## src/cpu_config.svh

```systemverilog
`ifndef CPU_CONFIG_SVH
`define CPU_CONFIG_SVH

// Memory bytes with code in the lower half and data in the upper half
`define CPU_MEM_DEPTH   256

// Stack pointer starts at top of memory
`define CPU_SP_RESET    8'hFF

// Register file reset values
`define CPU_R0_RESET    8'h01
`define CPU_R1_RESET    8'h02
`define CPU_R2_RESET    8'h03
`define CPU_R3_RESET    8'h04

`endif

```

## src/cpu_pkg.sv

```systemverilog
`default_nettype none

package cpu_pkg;

   // Datapath bus operations
   typedef enum logic [4:0] {
      DP_ADD      = 5'b00000,
      DP_SUB      = 5'b00001,
      DP_MUL      = 5'b00010,
      DP_DIV      = 5'b00011,
      DP_XOR01    = 5'b00100,
      DP_XOR12    = 5'b00101,
      DP_XOR23    = 5'b00110,
      DP_XORPC3   = 5'b00111,
      DP_PASS     = 5'b01000,      // Any unlisted code passes data_in
      DP_SPINC    = 5'b11010,
      DP_SPDEC    = 5'b11011,
      DP_PC       = 5'b11100,
      DP_CODEADDR = 5'b11101,
      DP_DATAADDR = 5'b11110,
      DP_PCINC    = 5'b11111
   } dp_op_e;

   // Bit 2 picks bus over data_in, bits 1:0 the register
   typedef enum logic [2:0] {
      RB_IN0  = 3'b000,
      RB_IN1  = 3'b001,
      RB_IN2  = 3'b010,
      RB_IN3  = 3'b011,
      RB_BUS0 = 3'b100,
      RB_BUS1 = 3'b101,
      RB_BUS2 = 3'b110,
      RB_BUS3 = 3'b111
   } rb_sel_e;

   typedef enum logic [3:0] {
      OP_ADD   = 4'h0,
      OP_SUB   = 4'h1,
      OP_MUL   = 4'h2,
      OP_DIV   = 4'h3,
      OP_SWP01 = 4'h4,
      OP_SWP12 = 4'h5,
      OP_SWP23 = 4'h6,
      OP_XJMP  = 4'h7,
      OP_LD0   = 4'h8,
      OP_LD1   = 4'h9,
      OP_LD2   = 4'hA,
      OP_LD3   = 4'hB,
      OP_POP   = 4'hC,
      OP_UNPOP = 4'hD,
      OP_OUT   = 4'hE,
      OP_HALT  = 4'hF
   } opcode_e;

   typedef struct packed {
      logic [1:0] grp;                 // Instruction group
      logic [1:0] idx;                 // ALU function or register index
   } instr_fields_t;

   typedef union packed {
      opcode_e       op;
      instr_fields_t f;
   } instr_u;

   typedef struct packed {
      dp_op_e  op;
      logic    ir_we;
      logic    pc_we;
      rb_sel_e rb_sel;
      logic    rb_we;
      logic    sp_we;
   } dp_ctrl_t;

endpackage

`default_nettype wire

```

## src/micro_cpu.sv

```systemverilog
`timescale 1ns/1ps
`default_nettype none

module micro_cpu (
   input  wire        clk,
   input  wire        nRst,
   input  wire        run,
   input  wire        load_we,
   input  wire  [7:0] load_addr,
   input  wire  [7:0] load_data,
   output logic [7:0] out_data,
   output logic       out_valid,
   output logic       halted
);

   import cpu_pkg::*;

   dp_ctrl_t   ctrl;
   instr_u     ir;
   logic [7:0] mem_rd_data;

   up_sequencer u_sequencer (
      .clk       (clk),
      .nRst      (nRst),
      .run       (run),
      .ir        (ir),
      .ctrl      (ctrl),
      .out_valid (out_valid),
      .halted    (halted)
   );

   // Bus doubles as memory address and out_data
   up_datapath u_datapath (
      .clk      (clk),
      .nRst     (nRst),
      .data_in  (mem_rd_data),
      .ctrl     (ctrl),
      .data_out (out_data),
      .ir       (ir)
   );

   program_memory u_memory (
      .clk       (clk),
      .rd_addr   (out_data),
      .rd_data   (mem_rd_data),
      .load_we   (load_we),
      .load_addr (load_addr),
      .load_data (load_data)
   );

endmodule

`default_nettype wire

```

## src/program_memory.sv

```systemverilog
`timescale 1ns/1ps
`default_nettype none

`include "cpu_config.svh"

module program_memory (
   input  wire        clk,
   input  wire  [7:0] rd_addr,
   output logic [7:0] rd_data,
   input  wire        load_we,
   input  wire  [7:0] load_addr,
   input  wire  [7:0] load_data
);

   logic [7:0] mem [`CPU_MEM_DEPTH];

   // Combinational read feeds data_in in the same cycle
   assign rd_data = mem[rd_addr];

   always_ff @(posedge clk) begin
      if (load_we) begin
         mem[load_addr] <= load_data;
      end
   end

endmodule

`default_nettype wire

```

## src/up_datapath.sv

```systemverilog
`timescale 1ns/1ps
`default_nettype none

`include "cpu_config.svh"

module up_datapath (
   input  wire                    clk,
   input  wire                    nRst,
   input  wire  [7:0]             data_in,
   input  wire  cpu_pkg::dp_ctrl_t ctrl,
   output logic [7:0]             data_out,
   output cpu_pkg::instr_u        ir
);

   import cpu_pkg::*;

   logic [7:0] pc;
   logic [7:0] sp;
   logic [7:0] r0;
   logic [7:0] r1;
   logic [7:0] r2;
   logic [7:0] r3;

   always_comb begin
      case (ctrl.op)
         DP_ADD:      data_out = r1 + r2;
         DP_SUB:      data_out = r1 - r2;
         DP_MUL:      data_out = r1 * r2;      // Low byte of product
         DP_DIV:      data_out = (r2 == 8'h00) ? 8'hFF : r1 / r2;
         DP_XOR01:    data_out = r0 ^ r1;
         DP_XOR12:    data_out = r1 ^ r2;
         DP_XOR23:    data_out = r2 ^ r3;
         DP_XORPC3:   data_out = (pc + 8'h01) ^ r3;
         DP_SPINC:    data_out = sp + 8'h01;
         DP_SPDEC:    data_out = sp - 8'h01;
         DP_PC:       data_out = pc;
         DP_CODEADDR: data_out = {1'b0, pc[7:1]};   // Byte holding current nibble
         DP_DATAADDR: data_out = {1'b1, pc[7:1]};   // Same index, upper half
         DP_PCINC:    data_out = pc + 8'h01;
         default:     data_out = data_in;
      endcase
   end

   always_ff @(posedge clk or negedge nRst) begin
      if (!nRst) begin
         pc <= 8'h00;
         sp <= `CPU_SP_RESET;
         ir <= '0;
         r0 <= `CPU_R0_RESET;
         r1 <= `CPU_R1_RESET;
         r2 <= `CPU_R2_RESET;
         r3 <= `CPU_R3_RESET;
      end else begin
         if (ctrl.ir_we) begin
            ir <= pc[0] ? data_in[3:0] : data_in[7:4];   // Even pc takes high nibble
         end
         if (ctrl.pc_we) begin
            pc <= data_out;
         end
         if (ctrl.sp_we) begin
            sp <= data_out;
         end
         if (ctrl.rb_we) begin
            case (ctrl.rb_sel)
               RB_IN0:  r0 <= data_in;
               RB_IN1:  r1 <= data_in;
               RB_IN2:  r2 <= data_in;
               RB_IN3:  r3 <= data_in;
               RB_BUS0: r0 <= data_out;
               RB_BUS1: r1 <= data_out;
               RB_BUS2: r2 <= data_out;
               RB_BUS3: r3 <= data_out;
               default: r0 <= r0;
            endcase
         end
      end
   end

endmodule

`default_nettype wire

```

## src/up_sequencer.sv

```systemverilog
`timescale 1ns/1ps
`default_nettype none

module up_sequencer (
   input  wire                     clk,
   input  wire                     nRst,
   input  wire                     run,
   input  wire  cpu_pkg::instr_u   ir,
   output cpu_pkg::dp_ctrl_t       ctrl,
   output logic                    out_valid,
   output logic                    halted
);

   import cpu_pkg::*;

   typedef enum logic [1:0] {
      S_FETCH,
      S_INC,
      S_EXEC,
      S_HALT
   } state_e;

   state_e     state;
   state_e     state_nxt;
   logic [1:0] step;
   logic [1:0] step_nxt;
   logic       exec_last;

   assign halted = (state == S_HALT);

   // Swaps take three steps, XJMP two, everything else one
   always_comb begin
      if (ir.f.grp == 2'b01) begin
         exec_last = (ir.op == OP_XJMP) ? (step == 2'd1) : (step == 2'd2);
      end else begin
         exec_last = (step == 2'd0);
      end
   end

   always_comb begin
      ctrl      = '0;
      ctrl.op   = DP_PC;                  // Bus shows pc when idle
      out_valid = 1'b0;
      state_nxt = state;
      step_nxt  = step;
      case (state)
         S_FETCH: begin
            if (run) begin                    // Stall here while run is low
               ctrl.op    = DP_CODEADDR;
               ctrl.ir_we = 1'b1;
               state_nxt  = S_INC;
            end
         end
         S_INC: begin
            ctrl.op    = DP_PCINC;
            ctrl.pc_we = 1'b1;
            state_nxt  = S_EXEC;
            step_nxt   = 2'd0;
         end
         S_EXEC: begin
            case (ir.f.grp)
               2'b00: begin                   // ALU result into r0
                  ctrl.op     = dp_op_e'({3'b000, ir.f.idx});
                  ctrl.rb_sel = RB_BUS0;
                  ctrl.rb_we  = 1'b1;
               end
               2'b01: begin
                  ctrl.op = dp_op_e'({3'b001, ir.f.idx});
                  if (ir.op == OP_XJMP) begin
                     if (step == 2'd0) begin
                        ctrl.rb_sel = RB_BUS3;   // Link into r3
                        ctrl.rb_we  = 1'b1;
                     end else begin
                        ctrl.pc_we  = 1'b1;
                     end
                  end else begin
                     // XOR swap targets first, second, first
                     if (step == 2'd1) begin
                        ctrl.rb_sel = rb_sel_e'({1'b1, ir.f.idx + 2'd1});
                     end else begin
                        ctrl.rb_sel = rb_sel_e'({1'b1, ir.f.idx});
                     end
                     ctrl.rb_we = 1'b1;
                  end
               end
               2'b10: begin                   // LD from upper-half data byte
                  ctrl.op     = DP_DATAADDR;
                  ctrl.rb_sel = rb_sel_e'({1'b0, ir.f.idx});
                  ctrl.rb_we  = 1'b1;
               end
               default: begin
                  case (ir.op)
                     OP_POP: begin
                        ctrl.op     = DP_SPINC;
                        ctrl.sp_we  = 1'b1;
                        ctrl.rb_sel = RB_IN0;
                        ctrl.rb_we  = 1'b1;
                     end
                     OP_UNPOP: begin
                        ctrl.op    = DP_SPDEC;
                        ctrl.sp_we = 1'b1;
                     end
                     OP_OUT: begin
                        ctrl.op   = DP_ADD;   // r1+r2 on the bus without a write
                        out_valid = 1'b1;
                     end
                     default: ;
                  endcase
               end
            endcase
            if (ir.op == OP_HALT) begin
               state_nxt = S_HALT;
            end else if (exec_last) begin
               state_nxt = S_FETCH;
               step_nxt  = 2'd0;
            end else begin
               step_nxt  = step + 2'd1;
            end
         end
         default: ;                           // Halted until reset
      endcase
   end

   always_ff @(posedge clk or negedge nRst) begin
      if (!nRst) begin
         state <= S_FETCH;
         step  <= 2'd0;
      end else begin
         state <= state_nxt;
         step  <= step_nxt;
      end
   end

endmodule

`default_nettype wire
```

## config.mk

```make
export PLATFORM = sky130hd
export DESIGN_NAME = micro_cpu
export DESIGN_NICKNAME = d
export VERILOG_FILES = /design/src/cpu_pkg.sv /design/src/micro_cpu.sv /design/src/program_memory.sv /design/src/up_datapath.sv /design/src/up_sequencer.sv
export VERILOG_INCLUDE_DIRS = /design/src
export SDC_FILE = /design/constraint.sdc
export NUM_CORES = 2
export LEC_CHECK = 0
export BUFFER_PORTS_ARGS = -buffer_cell sky130_fd_sc_hd__buf_2
export CORE_UTILIZATION = 63
export CTS_CLUSTER_DIAMETER = 200
export CTS_CLUSTER_SIZE = 16
export DETAILED_ROUTE_END_ITERATION = 6
export MAX_ROUTING_LAYER = met4
export PLACE_DENSITY = 0.84
export SETUP_SLACK_MARGIN = 0.05
export SLEW_MARGIN = 20
export SYNTH_ARGS = -nofsm -noshare
export SYNTH_HDL_FRONTEND = slang
export SYNTH_SLANG_ARGS = --single-unit
export TNS_END_PERCENT = 100
```

## constraint.sdc

```tcl
create_clock -name clk -period 29.2 [get_ports clk]
set_clock_uncertainty 0.05 [all_clocks]
set_input_delay 2.92 -clock clk [delete_from_list [all_inputs] [get_ports clk]]
set_output_delay 2.92 -clock clk [all_outputs]
set_load 0.01 [all_outputs]
```

======== After elaboration in Yosys (flattened, before gate mapping) ========
Memory sizes are Yosys's and may differ from the RTL's.
Cells that the tools add are included.
Widths: inputs -> output; s select.
operators by class
  bitwise gates (word level) .............. 4
  eq/ne operators ......................... 35
  multiply operators ...................... 1
  $add $sub $neg .......................... 7
  div/mod/pow operators ................... 1
  reductions and logical operators ........ 20
  mux-type cells .......................... 38
operator list
  operator             number
  $pmux 8 s14          1
  $pmux 8 s2           4
  $pmux 5 s3           3
  $xor 8x8->8          4
  $eq 5x5->1 const B   6
  $eq 5x3->1 const B   4
  $add 8x1->8 const B  2
  $eq 4x4->1 const B   4
  $mux 1               14
  $mux 2               7
  $eq 3x3->1 const B   4
  $mux 4               3
  $pmux 4 s3           1
  $eq 5x2->1 const B   2
  $reduce_and 2->1     5
  $reduce_bool 2->1    5
  $add 8x8->8          1
  $div 8x8->8          1
  $eq 2x2->1 const B   4
  $logic_not 8->1      1
  $mul 8x8->8          1
  $mux 8               1
  $sub 8x1->8 const B  1
  $sub 8x8->8          1
  19 further kinds     26
storage, ports and cells
  memories ................................ 1
  bits in registers ....................... 56
  bits in writable memories ............... 2048
  output and inout bits ................... 10
  word-level logic and storage cells ...... 116
memories
  name          depth  bits a word  read ports  clocked after Yosys merged registers in  wr ports  line                  RTL
  u_memory.mem  256    8            1           0                                        1         program_memory.sv:15  logic [7:0] mem [`CPU_MEM_DEPTH];

======== Hierarchy ========
Synthesis repeated with hierarchy kept, for this count alone.
unflattened totals
  cell total of the unflattened synthesis .. 4647
  area total of the unflattened synthesis .. 86833.3 sq um
modules (own cells, without submodules)
  module          instances  area an instance (sq um)  sequential area each (sq um)  cells each
  program_memory  1          79396.1                   61499.0                       3725
  up_datapath     1          6757.7                    1317.5                        833
  up_sequencer    1          679.4                     100.1                         89

======== Least setup slack after synthesis ========
Ideal clock, no wire load.
  kind .................................... reg-to-output
  start ................................... register u_datapath.r2[0]
  end ..................................... output out_data[7]
  path buffers ............................ 24
  arrival ................................. 20.767 ns
  slack ................................... 5.463 ns
  cell stages (with the launch flop) ...... 106
  path through ............................ dfstp_2 -> inv_1 -> ha_1 -> a41oi_1 -> a31oi_1 -> ha_1 -> o21a_1 -> a21oi_1 -> ha_1 -> o21a_1 -> o21a_1 -> o21ai_1 -> mux2i_1 -> ha_1 -> o21a_1 -> o21a_1 -> o21a_1 -> o211ai_1 -> [... 70 more ...] -> a21oi_1 -> nand2b_1 -> buf_1 -> a21oi_1 -> o211ai_1 -> nor4_1 -> nor4_2 -> inv_2 -> a32oi_1 -> buf_2 -> clkbuf_1 -> nor4b_1 -> a22oi_1 -> nand3_1 -> nor3_1 -> a2111oi_4 -> and2_1 -> a2bb2oi_1
RTL lines
  what                      line               RTL
  start: declaration        up_datapath.sv:21  logic [7:0] r2;
  start signal: assignment  up_datapath.sv:51  r2 <= `CPU_R2_RESET;
  start signal: assignment  up_datapath.sv:67  RB_IN2: r2 <= data_in;
  start signal: assignment  up_datapath.sv:71  RB_BUS2: r2 <= data_out;
  end: declaration          micro_cpu.sv:11    output logic [7:0] out_data,

==> flow_metrics.tcl <==
set metrics [dict create \
    die_h_um 374 \
    wl_met1_um 81500 \
    rsz0062_at_grt "false" \
    synth_async_sr_flop_share_pct 2.66 \
    synth_cell_type_count 95 \
    fmax_mhz 35.3 \
    wl_met2_um 114000 \
    synth-edff-count 2048 \
    dr.pass1.iters 7 \
    grt_max_degree 163 \
    synthFlopType "edfxtp_1" \
    setup_viol 0 \
    fillers 7901 \
    finalSetupTns_ns 0 \
    end_kind "primary output" \
    path_max_fanout 41 \
    maxCapViolCount 0 \
    arrival_ns 25.34 \
    cts_max_path_buffers 3 \
    dr_total_vias 50600 \
    pre_cts_ws_ns 2.34 \
    fin_crit_ns 28.31 \
    crit_type "reg -> out" \
    insertion_delay_ns 0.82 \
    cts.htree.levels 4 \
    numPortBuffers 29 \
    grt_pass1_vias 50000 \
    wl_per_cell_um 36.5 \
    postCtsSetupRepairBufs 0 \
    synthToLayoutAreaGrowth_pct 9.56 \
    ys_seq_area_share_pct 72.3 \
    cts_buffers 149 \
    violations "design-rule violations" \
    cts_root_buf "clkbuf_16" \
    grt_pass1_wl_um 357000 \
    grt_antenna_before_repair 15 \
    cts_resized 0 \
    clk_pin_slew_worst_paths_ns 0.09 \
    syn-num-nets 4787 \
    floorplan.initialDensity_pct 63.4 \
    ios 30 \
    synth_area_per_cell_um2 18.7 \
    hold_violations 0 \
    worst_slack_ns 0.887 \
    postRouteAntennaNets 0 \
    slew_headroom_pct 18.7 \
    overflow 0 \
    cp.required_ns 26.23 \
    dr_wl_met3_um 37500 \
    tritoncts "built" \
    place.gp.congestion 1.03 \
    tightest_slew_ns 1.21 \
    slowest_delay_ns 0.84 \
    initialDrtViolationCount 9077 \
    report.final.slew_viol_count 0 \
    drive_above_1_share_pct 22.9 \
    cts_hold_buf 0 \
    layout_common_cells "2048 x edfxtp_1, 425 x mux4_2, 412 x buf_4" \
    timing.final.crit_share_pct 97.0 \
    clock-sinks 2104 \
    multi_input_area_um2 22300 \
    coreArea_um2 137000 \
    layout_commonest_cell "edfxtp_1" \
    layout.nets 5123 \
    yosys_warnings 1307 \
    hold_class "reg -> reg" \
    drc 25 \
    viasPerCell 7.39 \
    fp.dieW_um 374 \
    netlist_instances 4666 \
    seqCellArea_um2 62900 \
    synth_seq_cells 2104 \
    wl_um 250000 \
    highest_layer "met4" \
    utilization_pct 69.5 \
    mappedNetlistArea_um2 87100 \
    cp_slowest_cell "nor4_2" \
    track_usage_pct 37.2 \
    dp_hpwl_um 154000 \
    status "finished with violations" \
    dieArea_um2 140000 \
    start_kind "flop" \
    core.rowCount 136 \
]
==> flip-flops by register name, summed over array words and instances (netlist names) <==
| register | count |
|---|---|
| u_sequencer.step | 2 |
| u_datapath.sp | 8 |
| u_datapath.r0 | 8 |
| u_datapath.r3 | 8 |
| u_datapath.r2 | 8 |
| u_sequencer.state | 2 |
| u_datapath.ir | 4 |
| u_datapath.pc | 8 |
| u_memory.mem | 2048 |
| u_datapath.r1 | 8 |
==> layout make-up <==
cell class | instances | share of cell area [%]
Clock inverter | 9 | 0.133
Multi-Input combinational cell | 2233 | 23.4
Tap cell | 1794 | 2.35
Timing Repair Buffer | 455 | 3.79
Inverter | 59 | 0.232
Clock buffer | 167 | 4.09
Sequential cell | 2104 | 66.0
Antenna cell | 23 | 0.0603
==> cells in the mapped netlist (6+ instances only) <==
| library cell | instances | area (µm²) |
|---|---|---|
| nor2_1 | 363 | 1360 |
| clkbuf_1 | 108 | 405 |
| nor3_1 | 57 | 285 |
| o2bb2ai_1 | 9 | 78.8 |
| nand4_1 | 37 | 231 |
| a211oi_1 | 8 | 60.1 |
| a21o_1 | 17 | 128 |
| o211ai_1 | 25 | 188 |
| fa_1 | 14 | 280 |
| buf_6 | 34 | 383 |
| or3_1 | 7 | 43.8 |
| xnor2_1 | 49 | 429 |
| mux2i_1 | 242 | 2420 |
| mux4_2 | 425 | 9570 |
| buf_8 | 14 | 210 |
| o22ai_1 | 31 | 194 |
| o21ai_1 | 19 | 95.1 |
| nand3_1 | 78 | 390 |
| o21a_1 | 22 | 165 |
| buf_12 | 10 | 200 |
| a22oi_1 | 145 | 1090 |
| buf_4 | 41 | 308 |
| nor2b_1 | 24 | 150 |
| and3_1 | 12 | 75.1 |
| dfrtp_1 | 43 | 1080 |
| edfxtp_1 | 2048 | 61500 |
| and2_1 | 14 | 87.6 |
| a31oi_1 | 35 | 219 |
| nand2b_1 | 24 | 150 |
| a22o_1 | 10 | 87.6 |
| inv_1 | 57 | 214 |
| and4b_1 | 6 | 60.1 |
| nor3b_1 | 6 | 45.0 |
| a21oi_1 | 90 | 450 |
| dfstp_2 | 13 | 342 |
| a221oi_1 | 19 | 166 |
| buf_2 | 58 | 290 |
| o21ai_0 | 55 | 275 |
| xor2_1 | 7 | 61.3 |
| nand2_1 | 128 | 480 |
| ha_1 | 87 | 1090 |
| nor4_1 | 12 | 75.1 |
| mux2_2 | 50 | 563 |
==> worst paths after layout <==
kind | from | end | depth (start not counted) | slack (ns)
setup / recovery | u_datapath.r2[5] | out_data[5] | 103 | 0.89
hold / removal | u_datapath.r0[0] | u_datapath.r0[0] | 2 | 0.46
setup reg to reg | u_datapath.r2[5] | u_datapath.r1[7] | 111 | 1.84
hold reg to reg | u_datapath.r0[0] | u_datapath.r0[0] | 2 | 0.46
max in group asynchronous | nRst | u_datapath.r2[4] | 2 | 26.36
min in group asynchronous | nRst | u_datapath.pc[2] | 2 | 2.21
==> routing by layer <==
metal / global-route usage, % / vias to the layer above
li1: - / 19500
met5: - / -
met3: 11.9 / 1093
met2: 54.6 / 4934
met1: 46.5 / 25100
met4: 19.6 / 0
==> cell families (layout without fill, tap and decap cells) <==
group | Yosys count | after routing | share of synthesized area [%]
other cells | 0 | 23 | 0
buf+inv | 329 | 690 | 2.34
xor+xnor | 58 | 58 | 0.615
simple gates | 809 | 809 | 4.41
flops | 2104 | 2104 | 72.3
fa+ha+maj | 101 | 101 | 1.57
compound gates | 548 | 548 | 4.36
mux | 717 | 717 | 14.4
==> worst max-delay path, delay by kind of cell, from the launching register on <==
family	cells	cell delay [ns]
muxes	5	1.82
buffers and inverters	17	4.70
DFF	1	0.40
AOI/OAI and AO/OA	54	9.95
and+or+nand+nor	20	5.45
adders and majority gates	7	2.06
==> stage by stage <==
| stage | instance area (µm²) | cells | hold slack, ns |
|---|---|---|---|
| floorplan | 87100 | 4666 | 0.395 |
| CTS | 95200 | 6817 | 0.451 |
| global route | 95400 | 6835 | 0.498 |
| finish | 95400 | 6844 | 0.455 |
| global placement | 91200 | 6641 | 0.425 |
| detailed placement | 91200 | 6641 | 0.439 |
Power is left out: the tool's default activity adds up to more than one toggle a clock period on the data nets, which glitch-free logic cannot reach.
